### src/design/ex_pkg.sv
`default_nettype none

package ex_pkg;

  // Datapath width
  localparam int XLEN = 32;

  typedef logic [XLEN-1:0] word_t;
  typedef logic [4:0] reg_addr_t;
  typedef logic [2:0] funct3_t;

  // ALU operand A source
  typedef enum logic [1:0] {
    ALU_A_RS1,
    ALU_A_ZERO,
    ALU_A_PC
  } alu_a_src_t;

  // ALU operand B source
  typedef enum logic {
    ALU_B_RS2,
    ALU_B_IMM
  } alu_b_src_t;

  // Force add, or decode from funct fields
  typedef enum logic [1:0] {
    ALU_INSTR_ADD,
    ALU_INSTR_FUNCT
  } alu_instr_t;

  typedef enum logic [3:0] {
    ADD,
    SUB,
    SLL,
    SLT,
    SLTU,
    XOR,
    SRL,
    SRA,
    OR,
    AND
  } alu_op_t;

  typedef enum logic [1:0] {
    TRAP_NONE,
    TRAP_ILLEGAL,
    TRAP_INSTR_MISALIGN,
    TRAP_ECALL
  } trap_code_t;

  // Sequencer for multi-cycle ops
  typedef enum logic [1:0] {
    EX_IDLE,
    EX_MC_EXEC,
    EX_MC_DONE
  } ex_state_t;

  // Decoded instruction from ID
  typedef struct packed {
    logic       reg_write;
    logic       mem_read;
    logic       mem_write;
    alu_a_src_t alu_a_src;
    alu_b_src_t alu_b_src;
    alu_instr_t alu_instr;
    logic       is_branch;
    logic       is_jal;
    logic       is_jalr;
    // 0 pc relative, 1 register
    logic       jb_tgt_src;
    logic       is_div;
    logic       trap;
    trap_code_t trap_code;
    funct3_t    funct3;
    logic       funct7_b5;
    logic       op_b5;
    reg_addr_t  rd;
    word_t      rs1_data;
    word_t      rs2_data;
    word_t      imm;
    word_t      pc;
  } ex_in_t;

  // Control half of EX/MEM, cleared on bubble
  typedef struct packed {
    logic reg_write;
    logic mem_read;
    logic mem_write;
    logic trap;
  } ex_mem_ctrl_t;

  // Payload half of EX/MEM, may hold stale data
  typedef struct packed {
    reg_addr_t  rd;
    funct3_t    funct3;
    word_t      alu_result;
    word_t      rs2_data;
    word_t      pc_plus4;
    word_t      jb_tgt;
    word_t      m_result;
    logic       branch_taken;
    trap_code_t trap_code;
  } ex_mem_payload_t;

endpackage

`default_nettype wire

### src/design/ex_alu.sv
`timescale 1ns/100ps
`default_nettype none

module ex_alu (
  input  ex_pkg::ex_in_t ex_in_i,
  output ex_pkg::word_t  alu_result_o
);

  import ex_pkg::*;

  alu_op_t    alu_op;
  word_t      op_a;
  word_t      op_b;
  logic [4:0] shamt;

  // ============================================================
  // Operation decode
  // ============================================================

  always_comb begin
    alu_op = ADD;
    if (ex_in_i.alu_instr == ALU_INSTR_FUNCT) begin
      case (ex_in_i.funct3)
        // SUB only exists in the register-register form
        3'b000: alu_op = (ex_in_i.op_b5 && ex_in_i.funct7_b5) ? SUB : ADD;
        3'b001: alu_op = SLL;
        3'b010: alu_op = SLT;
        3'b011: alu_op = SLTU;
        3'b100: alu_op = XOR;
        // Shift type from funct7 bit, valid for SRAI too
        3'b101: alu_op = ex_in_i.funct7_b5 ? SRA : SRL;
        3'b110: alu_op = OR;
        default: alu_op = AND;
      endcase
    end
  end

  // ============================================================
  // Operand selection
  // ============================================================

  always_comb begin
    case (ex_in_i.alu_a_src)
      ALU_A_ZERO: op_a = '0;
      ALU_A_PC:   op_a = ex_in_i.pc;
      default:    op_a = ex_in_i.rs1_data;
    endcase
  end

  assign op_b  = (ex_in_i.alu_b_src == ALU_B_IMM) ? ex_in_i.imm : ex_in_i.rs2_data;

  // Shift amount is the low five bits of B
  assign shamt = op_b[4:0];

  // ============================================================
  // Arithmetic and logic
  // ============================================================

  always_comb begin
    case (alu_op)
      SUB:     alu_result_o = op_a - op_b;
      SLL:     alu_result_o = op_a << shamt;
      SLT:     alu_result_o = {{(XLEN-1){1'b0}}, $signed(op_a) < $signed(op_b)};
      SLTU:    alu_result_o = {{(XLEN-1){1'b0}}, op_a < op_b};
      XOR:     alu_result_o = op_a ^ op_b;
      SRL:     alu_result_o = op_a >> shamt;
      SRA:     alu_result_o = $signed(op_a) >>> shamt;
      OR:      alu_result_o = op_a | op_b;
      AND:     alu_result_o = op_a & op_b;
      default: alu_result_o = op_a + op_b;
    endcase
  end

endmodule

`default_nettype wire

### src/design/ex_branch_unit.sv
`timescale 1ns/100ps
`default_nettype none

module ex_branch_unit (
  input  ex_pkg::ex_in_t ex_in_i,
  input  ex_pkg::word_t  alu_result_i,
  input  logic           s_valid_i,
  input  logic           stall_i,
  output logic           branch_taken_o,
  output ex_pkg::word_t  jb_tgt_o,
  output logic           misalign_o,
  output logic           pc_sel_o,
  output ex_pkg::word_t  redir_tgt_o
);

  import ex_pkg::*;

  logic  cmp_eq;
  logic  cmp_lt;
  logic  cmp_ltu;
  logic  cond;
  logic  jb_active;
  word_t tgt_pc_rel;
  word_t tgt_jalr;

  // ============================================================
  // Branch compare
  // ============================================================

  assign cmp_eq  = (ex_in_i.rs1_data == ex_in_i.rs2_data);
  assign cmp_lt  = ($signed(ex_in_i.rs1_data) < $signed(ex_in_i.rs2_data));
  assign cmp_ltu = (ex_in_i.rs1_data < ex_in_i.rs2_data);

  // funct3 bit 0 inverts the base condition
  always_comb begin
    case (ex_in_i.funct3)
      3'b000, 3'b001: cond = cmp_eq ^ ex_in_i.funct3[0];
      3'b100, 3'b101: cond = cmp_lt ^ ex_in_i.funct3[0];
      3'b110, 3'b111: cond = cmp_ltu ^ ex_in_i.funct3[0];
      default:        cond = 1'b0;
    endcase
  end

  assign branch_taken_o = ex_in_i.is_branch & cond;

  // ============================================================
  // Target and redirect
  // ============================================================

  // Branches and JAL use a dedicated adder
  assign tgt_pc_rel = ex_in_i.pc + ex_in_i.imm;
  // JALR is rs1 + imm from the ALU with bit 0 cleared
  assign tgt_jalr   = {alu_result_i[XLEN-1:1], 1'b0};
  assign jb_tgt_o   = ex_in_i.jb_tgt_src ? tgt_jalr : tgt_pc_rel;

  assign jb_active  = branch_taken_o | ex_in_i.is_jal | ex_in_i.is_jalr;
  // Targets must be word aligned without compressed support
  assign misalign_o = jb_active & (|jb_tgt_o[1:0]);

  // Redirect only when EX actually takes the instruction
  assign pc_sel_o    = jb_active & s_valid_i & ~stall_i;
  assign redir_tgt_o = jb_tgt_o;

endmodule

`default_nettype wire

### src/design/ex_divider.sv
`timescale 1ns/100ps
`default_nettype none

module ex_divider #(
  parameter int DIV_STEPS = 1
) (
  input  logic            clk,
  input  logic            rst_n,
  input  logic            start_i,
  input  ex_pkg::word_t   dividend_i,
  input  ex_pkg::word_t   divisor_i,
  input  ex_pkg::funct3_t funct3_i,
  output logic            busy_o,
  output ex_pkg::word_t   result_o
);

  import ex_pkg::*;

  localparam int DIV_CYCLES = XLEN / DIV_STEPS;
  localparam int CNT_W      = $clog2(DIV_CYCLES + 1);

  logic [CNT_W-1:0] cnt_q;
  word_t            quo_q;
  word_t            rem_q;
  word_t            dvs_q;
  logic             quo_neg_q;
  logic             rem_neg_q;
  logic             is_rem_q;

  logic             is_signed;
  logic             a_neg;
  logic             b_neg;
  word_t            a_mag;
  word_t            b_mag;
  word_t            quo_nxt;
  word_t            rem_nxt;
  logic [XLEN:0]    diff;

  // ============================================================
  // Operand magnitudes
  // ============================================================

  // DIV and REM are signed, DIVU and REMU are not
  assign is_signed = ~funct3_i[0];
  assign a_neg     = is_signed & dividend_i[XLEN-1];
  assign b_neg     = is_signed & divisor_i[XLEN-1];
  assign a_mag     = a_neg ? -dividend_i : dividend_i;
  assign b_mag     = b_neg ? -divisor_i : divisor_i;

  // ============================================================
  // Restoring steps, DIV_STEPS quotient bits per clock
  // ============================================================

  always_comb begin
    quo_nxt = quo_q;
    rem_nxt = rem_q;
    diff    = '0;
    for (int i = 0; i < DIV_STEPS; i++) begin
      // Shift next dividend bit into remainder and trial subtract
      diff = {rem_nxt, quo_nxt[XLEN-1]} - {1'b0, dvs_q};
      if (diff[XLEN]) begin
        // Negative, restore
        rem_nxt = {rem_nxt[XLEN-2:0], quo_nxt[XLEN-1]};
        quo_nxt = {quo_nxt[XLEN-2:0], 1'b0};
      end else begin
        rem_nxt = diff[XLEN-1:0];
        quo_nxt = {quo_nxt[XLEN-2:0], 1'b1};
      end
    end
  end

  // Step counter
  always_ff @(posedge clk) begin
    if (!rst_n) begin
      cnt_q <= '0;
    end else if (start_i) begin
      cnt_q <= CNT_W'(DIV_CYCLES);
    end else if (busy_o) begin
      cnt_q <= cnt_q - 1'b1;
    end
  end

  assign busy_o = (cnt_q != '0);

  // Quotient register starts as dividend and fills from the bottom
  always_ff @(posedge clk) begin
    if (start_i) begin
      quo_q     <= a_mag;
      rem_q     <= '0;
      dvs_q     <= b_mag;
      // Zero divisor yields all ones, so never negate the quotient
      quo_neg_q <= (a_neg ^ b_neg) & (divisor_i != '0);
      // Remainder takes the dividend sign, also for zero divisor
      rem_neg_q <= a_neg;
      is_rem_q  <= funct3_i[1];
    end else if (busy_o) begin
      quo_q <= quo_nxt;
      rem_q <= rem_nxt;
    end
  end

  // Sign fixup, MIN / -1 falls out as MIN with remainder 0
  assign result_o = is_rem_q ? (rem_neg_q ? -rem_q : rem_q)
                             : (quo_neg_q ? -quo_q : quo_q);

endmodule

`default_nettype wire

### src/design/ex_mem_reg.sv
`timescale 1ns/100ps
`default_nettype none

module ex_mem_reg (
  input  logic                    clk,
  input  logic                    rst_n,
  input  logic                    stall_i,
  input  logic                    valid_i,
  input  logic                    flush_i,
  input  ex_pkg::ex_mem_ctrl_t    ctrl_i,
  input  ex_pkg::ex_mem_payload_t payload_i,
  output logic                    valid_o,
  output ex_pkg::ex_mem_ctrl_t    ctrl_o,
  output ex_pkg::ex_mem_payload_t payload_o
);

  logic bubble;

  // Flush and empty slots both turn into a bubble
  assign bubble = flush_i | ~valid_i;

  // ============================================================
  // Control half
  // ============================================================

  // Downstream uses these without rechecking valid
  always_ff @(posedge clk) begin
    if (!rst_n) begin
      valid_o <= 1'b0;
      ctrl_o  <= '0;
    end else if (!stall_i) begin
      if (bubble) begin
        valid_o <= 1'b0;
        ctrl_o  <= '0;
      end else begin
        valid_o <= 1'b1;
        ctrl_o  <= ctrl_i;
      end
    end
  end

  // ============================================================
  // Payload half
  // ============================================================

  // Loaded every advance, only meaningful with valid_o
  always_ff @(posedge clk) begin
    if (!stall_i) begin
      payload_o <= payload_i;
    end
  end

endmodule

`default_nettype wire

### src/design/ex_seq_ctrl.sv
`timescale 1ns/100ps
`default_nettype none

module ex_seq_ctrl (
  input  logic clk,
  input  logic rst_n,
  input  logic s_valid_i,
  input  logic is_div_i,
  input  logic stall_i,
  input  logic flush_i,
  input  logic div_busy_i,
  input  logic m_valid_i,
  output logic div_start_o,
  output logic op_active_o,
  output logic pipe_valid_o,
  output logic pipe_flush_o
);

  import ex_pkg::*;

  ex_state_t state_q;
  ex_state_t state_nxt;
  logic      start;

  // ============================================================
  // Next state and output valid
  // ============================================================

  always_comb begin
    state_nxt    = state_q;
    pipe_valid_o = 1'b0;
    op_active_o  = 1'b0;
    start        = 1'b0;
    case (state_q)
      EX_IDLE: begin
        if (s_valid_i) begin
          if (is_div_i) begin
            state_nxt   = EX_MC_EXEC;
            start       = 1'b1;
            op_active_o = 1'b1;
          end else begin
            pipe_valid_o = 1'b1;
          end
        end
      end
      EX_MC_EXEC: begin
        op_active_o = 1'b1;
        // Divider done, release ID and push the result
        if (!div_busy_i) begin
          op_active_o  = 1'b0;
          state_nxt    = EX_MC_DONE;
          pipe_valid_o = 1'b1;
        end
      end
      EX_MC_DONE: begin
        // Result is in EX/MEM, take the next instruction
        if (m_valid_i) begin
          if (s_valid_i && is_div_i) begin
            state_nxt   = EX_MC_EXEC;
            start       = 1'b1;
            op_active_o = 1'b1;
          end else begin
            state_nxt    = EX_IDLE;
            pipe_valid_o = s_valid_i;
          end
        end
      end
      default: begin
        state_nxt = EX_IDLE;
      end
    endcase
  end

  // Launch only on an accepting edge
  assign div_start_o = start & ~stall_i;

  // Frozen while stalled so a finished divide is not lost
  always_ff @(posedge clk) begin
    if (!rst_n) begin
      state_q <= EX_IDLE;
    end else if (!stall_i) begin
      state_q <= state_nxt;
    end
  end

  // Hold back a flush that arrives mid divide
  assign pipe_flush_o = flush_i & ~(op_active_o | (state_q == EX_MC_EXEC));

endmodule

`default_nettype wire

### src/design/ex_stage.sv
`timescale 1ns/100ps
`default_nettype none

module ex_stage #(
  parameter int DIV_STEPS = 1
) (
  input  logic                    clk,
  input  logic                    rst_n,
  input  logic                    s_valid_i,
  input  logic                    stall_i,
  input  logic                    flush_i,
  input  ex_pkg::ex_in_t          ex_in_i,
  output logic                    m_valid_o,
  output ex_pkg::ex_mem_ctrl_t    ctrl_o,
  output ex_pkg::ex_mem_payload_t payload_o,
  output logic                    op_active_o,
  output logic                    pc_sel_o,
  output ex_pkg::word_t           redir_tgt_o
);

  import ex_pkg::*;

  word_t           alu_result;
  word_t           jb_tgt;
  word_t           m_result;
  word_t           pc_plus4;
  logic            branch_taken;
  logic            misalign;
  logic            div_start;
  logic            div_busy;
  logic            pipe_valid;
  logic            pipe_flush;
  ex_mem_ctrl_t    ctrl_d;
  ex_mem_payload_t payload_d;

  // ============================================================
  // Execute units
  // ============================================================

  ex_alu u_alu (
    .ex_in_i      (ex_in_i),
    .alu_result_o (alu_result)
  );

  ex_branch_unit u_branch (
    .ex_in_i        (ex_in_i),
    .alu_result_i   (alu_result),
    .s_valid_i      (s_valid_i),
    .stall_i        (stall_i),
    .branch_taken_o (branch_taken),
    .jb_tgt_o       (jb_tgt),
    .misalign_o     (misalign),
    .pc_sel_o       (pc_sel_o),
    .redir_tgt_o    (redir_tgt_o)
  );

  ex_divider #(
    .DIV_STEPS (DIV_STEPS)
  ) u_div (
    .clk        (clk),
    .rst_n      (rst_n),
    .start_i    (div_start),
    .dividend_i (ex_in_i.rs1_data),
    .divisor_i  (ex_in_i.rs2_data),
    .funct3_i   (ex_in_i.funct3),
    .busy_o     (div_busy),
    .result_o   (m_result)
  );

  ex_seq_ctrl u_seq (
    .clk          (clk),
    .rst_n        (rst_n),
    .s_valid_i    (s_valid_i),
    .is_div_i     (ex_in_i.is_div),
    .stall_i      (stall_i),
    .flush_i      (flush_i),
    .div_busy_i   (div_busy),
    .m_valid_i    (m_valid_o),
    .div_start_o  (div_start),
    .op_active_o  (op_active_o),
    .pipe_valid_o (pipe_valid),
    .pipe_flush_o (pipe_flush)
  );

  // ============================================================
  // EX/MEM assembly
  // ============================================================

  assign pc_plus4 = ex_in_i.pc + word_t'(4);

  // Misaligned target raises a trap on top of any ID trap
  assign ctrl_d.reg_write = ex_in_i.reg_write;
  assign ctrl_d.mem_read  = ex_in_i.mem_read;
  assign ctrl_d.mem_write = ex_in_i.mem_write;
  assign ctrl_d.trap      = ex_in_i.trap | misalign;

  assign payload_d.rd           = ex_in_i.rd;
  assign payload_d.funct3       = ex_in_i.funct3;
  assign payload_d.alu_result   = alu_result;
  assign payload_d.rs2_data     = ex_in_i.rs2_data;
  assign payload_d.pc_plus4     = pc_plus4;
  assign payload_d.jb_tgt       = jb_tgt;
  assign payload_d.m_result     = m_result;
  assign payload_d.branch_taken = branch_taken;
  assign payload_d.trap_code    = misalign ? TRAP_INSTR_MISALIGN : ex_in_i.trap_code;

  ex_mem_reg u_pipe (
    .clk       (clk),
    .rst_n     (rst_n),
    .stall_i   (stall_i),
    .valid_i   (pipe_valid),
    .flush_i   (pipe_flush),
    .ctrl_i    (ctrl_d),
    .payload_i (payload_d),
    .valid_o   (m_valid_o),
    .ctrl_o    (ctrl_o),
    .payload_o (payload_o)
  );

endmodule

`default_nettype wire

### config.mk
export PLATFORM = sky130hd
export DESIGN_NAME = ex_stage
export DESIGN_NICKNAME = d
export VERILOG_FILES = /design/src/design/ex_pkg.sv /design/src/design/ex_alu.sv /design/src/design/ex_branch_unit.sv /design/src/design/ex_divider.sv /design/src/design/ex_mem_reg.sv /design/src/design/ex_seq_ctrl.sv /design/src/design/ex_stage.sv
export SDC_FILE = /design/constraint.sdc
export NUM_CORES = 1
export LEC_CHECK = 0
export BUFFER_PORTS_ARGS = -buffer_cell sky130_fd_sc_hd__buf_2
export CELL_PAD_IN_SITES_DETAIL_PLACEMENT = 1
export CELL_PAD_IN_SITES_GLOBAL_PLACEMENT = 1
export CORE_AREA = 2 2 270 272
export CTS_CLUSTER_DIAMETER = 60
export DETAILED_ROUTE_END_ITERATION = 16
export DIE_AREA = 0 0 272 274
export PLACE_DENSITY_LB_ADDON = 0.1
export SYNTH_ARGS = -nofsm -noshare
export SYNTH_HDL_FRONTEND = slang
export SYNTH_SLANG_ARGS = --single-unit
### constraint.sdc
create_clock -name clk -period 4.8 [get_ports clk]
set_input_delay 0.24 -clock clk [delete_from_list [all_inputs] [get_ports clk]]
set_output_delay 0.24 -clock clk [all_outputs]
set_load 0.01 [all_outputs]
== Word-level counts from Yosys, hierarchy flattened ==
Cells that the tools add are included.

* Register bits: 283
* Input port bits: 159
* Output and inout bits: 210
* Logic and storage cells: 146

* $add $sub $neg: 10
* Magnitude comparators: 4
* Equal/unequal tests: 26
* Shifts and indexed selects: 3
* Muxes and demuxes: 41
* Bitwise gates (word level): 26
* Reductions and logical operators: 13

{| class="wikitable"
|+ Operator list
! cell !! number
|-
| $mux 32 || 10
|-
| $pmux 32 s9 || 1
|-
| $lt 32x32->1 || 4
|-
| $neg 32->32 || 4
|-
| $add 32x32->32 || 2
|-
| $pmux 32 s2 || 1
|-
| $sub 33x32->33 || 1
|-
| $add 32x3->32 const B || 1
|-
| $and 32x32->32 || 1
|-
| $eq 32x32->1 || 1
|-
| $or 32x32->32 || 1
|-
| $reduce_bool 32->1 || 1
|-
| $shl 32x5->32 || 1
|-
| $shr 32x5->32 || 1
|-
| $sshr 32x5->32 || 1
|-
| $sub 32x32->32 || 1
|-
| $xor 32x32->32 || 1
|-
| $pmux 4 s7 || 1
|-
| $eq 4x3->1 const B || 4
|-
| $mux 1 || 15
|-
| $eq 3x3->1 const B || 4
|-
| $mux 6 || 2
|-
| $reduce_or 2->1 || 5
|-
| $and 1x1->1 || 9
|-
| other kinds (24) || 50
|}

== Longest topological paths before layout ==
Gate-level depths: netlist (run 1).

* Word-level depth: 11
* Mapped depth: 21
* Gate-level depth less buffers: 18

== Modules after synthesis ==
Synthesis (run 1) repeated with hierarchy kept, for this count alone.

* Cells, all modules: 3,284
* Area, all modules: 27,939.3 um2

{| class="wikitable"
|+ By module, submodules not included
! module !! instances !! cells each !! area each (um2) !! seq. area each (um2)
|-
| ex_alu || 1 || 1,459 || 10,084.7 || 0.0
|-
| ex_divider || 1 || 1,080 || 8,702.1 || 2,772.7
|-
| ex_mem_reg || 1 || 193 || 5,360.1 || 5,235.0
|-
| ex_branch_unit || 1 || 445 || 3,051.7 || 0.0
|-
| ex_stage || 1 || 84 || 584.3 || 0.0
|-
| ex_seq_ctrl || 1 || 23 || 156.4 || 40.0
|}

== Worst setup path after synthesis (run 1) ==
Ideal clock, no wire load.

* Path type: input -> output
* From: in ex_in_i[148] (netlist bit)
* To: out redir_tgt_o[17]
* Arrival time: 4,772 ps
* Data required time: 4,560 ps
* Path slack: -212 ps
* Stages on the path: 18
* Buffers on the path: 8
* Path through: buf_6 > clkbuf_1 > mux2i_1 > clkbuf_1 > clkbuf_1 > clkbuf_1 > buf_1 > ha_1 > clkbuf_1 > a2111oi_0 > o21ai_0 > a31o_2 > a21o_1 > nand3_1 > a2bb2oi_1 > a311o_1 > mux2_2 > buf_4

{| class="wikitable"
|+ RTL lines
! item !! line !! text
|-
| start, declared || ex_stage.sv:12 || <nowiki>input ex_pkg::ex_in_t ex_in_i,</nowiki>
|-
| end, declared || ex_stage.sv:18 || <nowiki>output ex_pkg::word_t redir_tgt_o</nowiki>
|}

== Final worst setup path (run 1) ==
* From: in ex_in_i[95] (netlist bit)
* To: out pc_sel_o

* Word-level cells in the longest chain between the ends: 8
* Elaborated cells between the ends (all ways): 12
* Classes of those cells: order compare: 2; eq/ne: 1; mux: 1; bitwise: 8

{| class="wikitable"
|+ RTL lines
! item !! line !! text
|-
| $lt 32x32->1 (tied with other cells) || ex_branch_unit.sv:32 || <nowiki>assign cmp_ltu = (ex_in_i.rs1_data < ex_in_i.rs2_data);</nowiki>
|-
| $xor 1x1->1, on equally long branches || ex_branch_unit.sv:39, ex_branch_unit.sv:37, ex_branch_unit.sv:38 ||
|-
| $pmux 1 s3 (*) || ex_branch_unit.sv:36 || <nowiki>case (ex_in_i.funct3)</nowiki>
|-
| $and 1x1->1 (*) || ex_branch_unit.sv:44 || <nowiki>assign branch_taken_o = ex_in_i.is_branch & cond;</nowiki>
|-
| $or 1x1->1 (*) (2 in a row) || ex_branch_unit.sv:56 || <nowiki>assign jb_active = branch_taken_o | ex_in_i.is_jal | ex_in_i.is_jalr;</nowiki>
|-
| $and 1x1->1 (*) (2 in a row) || ex_branch_unit.sv:61 || <nowiki>assign pc_sel_o = jb_active & s_valid_i & ~stall_i;</nowiki>
|-
| end, declared || ex_stage.sv:17 || <nowiki>output logic pc_sel_o,</nowiki>
|}

Mark *: on every way between the ends. The rest lies on a longest branch, timed or not.

==> impl_metrics.toml, run 1 <==
[outcome]
status = "complete, but fails checks"
violations = "setup timing"

[min_path]
hp-class = "in2reg"

[cells_and_area]
final_cell_mix = "nand2_1 (369), buf_2 (368), buf_4 (290), nor2_1 (285), o21ai_0 (259)"
final_net_count = 4284
drive_gt1_frac = 0.238
final_util = 0.487
syn_to_final_growth_pct = 23.2
fin_cells = 4918
final_common_cell = "nand2_1"

[pwr]
combPwrFrac = 0.510
vdd_drop_max_uv = 402
pwr-share-seq = 0.278
p_clk_frac = 0.212
internal-power_uw = 8160
power_leakage_uw = 0.0149
p_sw_frac = 0.437
p_sw_uw = 6340
p_per_area_nw_per_um2 = 414

[critical_path]
startpoint_type = "input pin"
critPathKind = "in2out"
crit_required_ns = 4.56
r2r_setup_slack_ns = 0.76
critPathCaptureType = "output pin"
crit_arrival_ns = 4.61
crit_fanout = 5

[yosys]
synth.cell_area_um2 = 28500
synth_area_leaders = "edfxtp_1 (25%), ha_1 (8.7%), nand2_1 (4.9%)"
postSynthAreaPerCell_um2 = 8.40
synth.largest_area_cell = "edfxtp_1"
syn_inst = 3389
yosysWarnings = 0
synth_top_area_share = 0.251
synthFlopType = "edfxtp_1"
synth_cell_types = 88
synth_seq_area_share = 0.283
ys_ff_latch = 283
syn-num-nets = 3751
async_flop_share = 0
synth_edf_count = 238

[sta]
fmax_mhz = 206
drv_slew = 0
finalHoldViolCount = 0
clock_skew_ns = 0.0357
fin_crit_ns = 4.85
postLayoutSetupSlackWorst_ns = -0.0521
slew_headroom = 0.238
fin_crit_sh = 1.01
tightest_slew_ns = 1.13
setup_viol = 1
whs_ns = 0.0156

[die]
ios = 369
die_y_um = 274
floorplan.initialDensity = 0.396
fp.dieW_um = 272
core_area_um2 = 72000
die-area_um2 = 74500
rows = 99

[placed_design]
dpl.hpwl_mm = 122
place_inst = 4796
pre_cts_slack_ns = -0.425
portBuffers = 368
place_congestion = 1.03

[drt]
via_per_inst = 6.24
drt-initial-drc-count = 2502
wl_mm = 152
postRouteAntennaNets = 0
dr.pass1.iters = 5
wl_per_cell_um = 30.9
vias = 30700
drc = 0

[global_routing]
grt_overflow = 0
grt_pass1_vias = 31500
antenna_found_initial = 12
grt.total_usage = 0.396
grt_start_max_net_pins = 89
grt_first_pass_wirelength_mm = 217

[cts]
cts_buffer_depth = 3
clkSinkCount = 283
h-tree-depth = 2
clockRootBuffer = "clkbuf_16"
clk_latency_ns = 0.60
cts_buffers = 39
cts_tree = "built"
clk_pin_slew_ns = 0.06

[job]
max_cap_viol_count = 0
[kinds of logic after synthesis]
| kind of cell | count (synthesis) | share of synthesized area |
|---|---|---|
| AO/OA/AOI/OAI | 979 | 0.222 |
| AND/OR/NAND/NOR | 1069 | 0.175 |
| flip-flops | 283 | 0.283 |
| adder cells (fa/ha/maj) | 203 | 0.0903 |
| XOR/XNOR | 215 | 0.0662 |
| buffers and inverters | 434 | 0.0643 |
| multiplexers | 206 | 0.0993 |
[power by group through the flow]
stage | combinational (uW) | clock [uW] | sequential (uW)
2_1_floorplan | 4370 | 0 | 4000
3_5_place_dp | 7110 | 0 | 4070
5_1_grt | 7930 | 3190 | 4100
6_report | 7390 | 3080 | 4030
4_1_cts | 7210 | 3120 | 4030
3_3_place_gp | 6880 | 0 | 4040
[synthesized netlist by cell type, types with 14 or more instances]
library cell	n
a211oi_1	52
nand3_1	62
xor2_1	68
or3_1	30
and2_1	49
o21a_1	26
nor4_1	28
a22oi_1	20
o211ai_1	38
mux4_2	53
a21o_1	59
inv_1	207
a221oi_1	16
mux2i_1	99
and3_1	31
dfxtp_1	45
or2_2	21
o21ai_0	271
o22ai_1	16
mux2_2	51
a21oi_1	224
clkbuf_1	132
buf_2	28
o221ai_1	14
or4_1	16
nand2_1	369
edfxtp_1	238
a31oi_1	39
xnor2_1	147
buf_1	24
nand4_1	35
nand2b_1	34
ha_1	199
nor2_1	287
o41ai_1	17
buf_4	35
o31ai_1	40
nor2b_1	24
nor3_1	56
[layer usage]
layer,global-route usage,share of wire
met2,0.676,0.48
met4,0.292,0.087
met5,0,0.00027
met1,0.447,0.37
met3,0.0662,0.070
[worst max-delay path, cell delays in order]
cell,delay (ns)
dlygate4sd3_1,0.54
buf_2,0.18
inv_1,0.24
ha_1,0.42
nand2_1,0.09
nor3_1,0.33
and2_1,0.21
o31a_1,0.17
nor4b_1,0.06
nor3_1,0.91
o211ai_1,0.66
and3_1,0.40
buf_2,0.14
[stage by stage]
stage	power [uW]	instance area [um^2]	setup TNS [ns]
detailed placement	11200	33000	-1.05
global placement	10900	33000	-0.917
global route	15200	35100	-0.0185
finish	14500	35100	-0.0521
CTS	14400	34800	-0.113
floorplan	8370	28500	-0.0354
[state kept, by name, summed over array words and instances (netlist names)]
register and count:
u_pipe.payload_o 171, u_div.dvs_q 32, u_div.quo_q 32, u_div.rem_q 32
u_div.cnt_q 6, u_pipe.ctrl_o 4, u_seq.state_q 2, u_div.is_rem_q 1
u_div.quo_neg_q 1, u_div.rem_neg_q 1, u_pipe.valid_o 1
[worst paths after layout]
| kind | depth (start not counted) | to | from |
|---|---|---|---|
| setup / recovery | 13 | pc_sel_o | ex_in_i[95] |
| hold / removal | 1 | u_pipe.payload_o[103] | ex_in_i[68] |
| setup reg to reg | 14 | u_div.rem_q[8] | u_div.quo_q[31] |
| hold reg to reg | 2 | u_div.cnt_q[3] | u_div.cnt_q[3] |
[final cells by class]
class / instances / area [um^2]
antenna: 9 / 22.5
clock buffer: 41 / 983
clock inverter: 28 / 338
fill: 8658 / 36900
inverter: 210 / 798
multi-input combinational: 2672 / 18900
sequential: 283 / 8050
tap: 959 / 1200
timing repair buffer: 716 / 4760
[repair_timing]
action | CTS | global route
resized for setup | 15 | 60
pin swaps | 0 | 13
setup buffers | 0 | 3
hold buffers | 39 | 0
gates cloned | 0 | 2
setup endpoints to repair | 12 | 19
endpoints found under the hold margin | 41 | 0
(Power assumes the default switching activity.)
==> inputs of run 2 (changes only) <==
Settings changed: CORE_AREA 2 2 270 272 to 2 2 341 343, DIE_AREA 0 0 272 274 to 0 0 343 345.
==> impl_metrics.toml, run 2 (synthesis results as in run 1) <==
[die]
fp.dieW_um = 343
ios = 369
rows = 125
die-area_um2 = 118000
core_area_um2 = 115000
die_y_um = 345
floorplan.initialDensity = 0.247

[global_routing]
grt_start_max_net_pins = 87
grt_pass1_vias = 30300
grt_first_pass_wirelength_mm = 228
grt.total_usage = 0.266
grt_overflow = 0
antenna_found_initial = 23

[cells_and_area]
drive_gt1_frac = 0.254
largest_register = "u_pipe.payload_o"
syn_to_final_growth_pct = 29.0
fin_cells = 5577
final_util = 0.319
final_net_count = 4370
largest_reg_flops = 171
final_common_cell = "nand2_1"
final_cell_mix = "nand2_1 (369), buf_4 (367), buf_2 (365), nor2_1 (287), o21ai_0 (258)"

[job]
max_cap_viol_count = 0

[drt]
via_per_inst = 5.36
highest_layer = "met5"
met2_length_mm = 77.3
postRouteAntennaNets = 0
wl_per_cell_um = 29.1
drt-met1-wl_mm = 69.4
wl_met3_mm = 7.56
vias = 29900
drc = 0
drt-initial-drc-count = 2178
wl_mm = 163
dr.pass1.iters = 5

[critical_path]
cpMostUsedCell = "buf_4"
crit_chain = "buf_2 > buf_4 > mux2_4 > inv_2 > buf_12 > mux4_2 > mux2i_1 > o22a_1 > and2_1 > o22ai_1 > a21oi_1 > buf_4 > o21ai_0 > buf_4 > a311o_1 > mux2_2 > buf_2"
crit_arrival_ns = 4.46
crit_required_ns = 4.56
slowest_stage = "mux4_2"
startpoint_type = "input pin"
critPathCaptureType = "output pin"
cp_slowest_stage_delay_ns = 0.60
crit_fanout = 37
critPathKind = "in2out"

[placed_design]
place_congestion = 0.951
pre_cts_slack_ns = -0.285
portBuffers = 368
place_inst = 5433
dpl.hpwl_mm = 133

[pwr]
vdd_drop_max_uv = 276
p_per_area_nw_per_um2 = 414
power_leakage_uw = 0.0155

[sta]
fin_crit_ns = 4.70
finalHoldViolCount = 0
tns_ns = 0
fin_crit_sh = 0.980
postLayoutSetupSlackWorst_ns = 0.0978
clock_skew_ns = 0.0207
tightest_slew_ns = 1.12
drv_slew = 0
setup_viol = 0
whs_ns = 0.0374
slew_headroom = 0.252
fmax_mhz = 213

[cts]
clk_pin_slew_ns = 0.05
clkSinkCount = 283
clk_latency_ns = 0.66
cts_buffer_depth = 3
cts_tree = "built"
cts_buffers = 52
clockRootBuffer = "clkbuf_16"
h-tree-depth = 2

[min_path]
hp-class = "in2reg"

[outcome]
status = "finished, final reports clean"
[run 2: changes by cell type in the layout (fill, tap and decap cells not counted), sizes merged]
cell,delta
buf,+74
clkbuf,+13
clkinv,+14
clkinvlp,-1
diode,-5
dlygate4sd3,-1
dlymetal6s4s,+1
inv,-1
[run 2: path summary, 6_finish.rpt]
kind / cells past startpoint / from / end / slack [ns]
setup / recovery: 17 / ex_in_i[148] / redir_tgt_o[17] / 0.1
hold / removal: 1 / ex_in_i[136] / u_pipe.payload_o[164] / 0.04
setup reg to reg: 12 / u_div.quo_q[31] / u_div.rem_q[29] / 0.83
hold reg to reg: 2 / u_div.cnt_q[3] / u_div.cnt_q[3] / 0.49
[run 2: routing by layer]
layer	GRT usage	vias up
met3	0.0336	250
met2	0.451	906
met5	0	-
met1	0.338	15000
li1	-	13700
met4	0.116	8
[run 2: layout make-up]
class | instances | area [um^2]
repair buffers | 789 | 5320
fillers | 13700 | 78400
well taps | 1524 | 1910
clock inverters | 40 | 430
multi-input cells | 2672 | 18900
inverters | 210 | 802
clock buffers | 55 | 1310
flip-flops and latches | 283 | 8050
diodes | 4 | 10.0
[run 2: per-stage QoR]
stage / power (uW) / instance area [um^2]
global route: 16100 / 36700
global placement: 11300 / 34300
CTS: 15300 / 36500
floorplan: 8370 / 28500
detailed placement: 11400 / 34300
finish: 15200 / 36700
[run 2: power by group]
group	internal (uW)	leakage, uW	switching [uW]
sequential	3440	0.00270	611
clock	2280	0.000851	1500
combinational	2990	0.0119	4380
[run 2: repair_timing]
| action | in CTS | in global routing |
|---|---|---|
| buffers inserted | 0 | 7 |
| hold buffers | 39 | 0 |
| resized for setup | 12 | 50 |
| pin swaps | 0 | 12 |
| endpoints found under the setup margin | 6 | 18 |
| endpoints found under the hold margin | 48 | 0 |
[run 2: worst max-delay path: cells and delay by family]
kind / cells / cell delay, ns
muxes: 4 / 1.77
and+or+nand+nor: 1 / 0.14
buffers and inverters: 7 / 1.25
AOI/OAI and AO/OA: 5 / 0.96
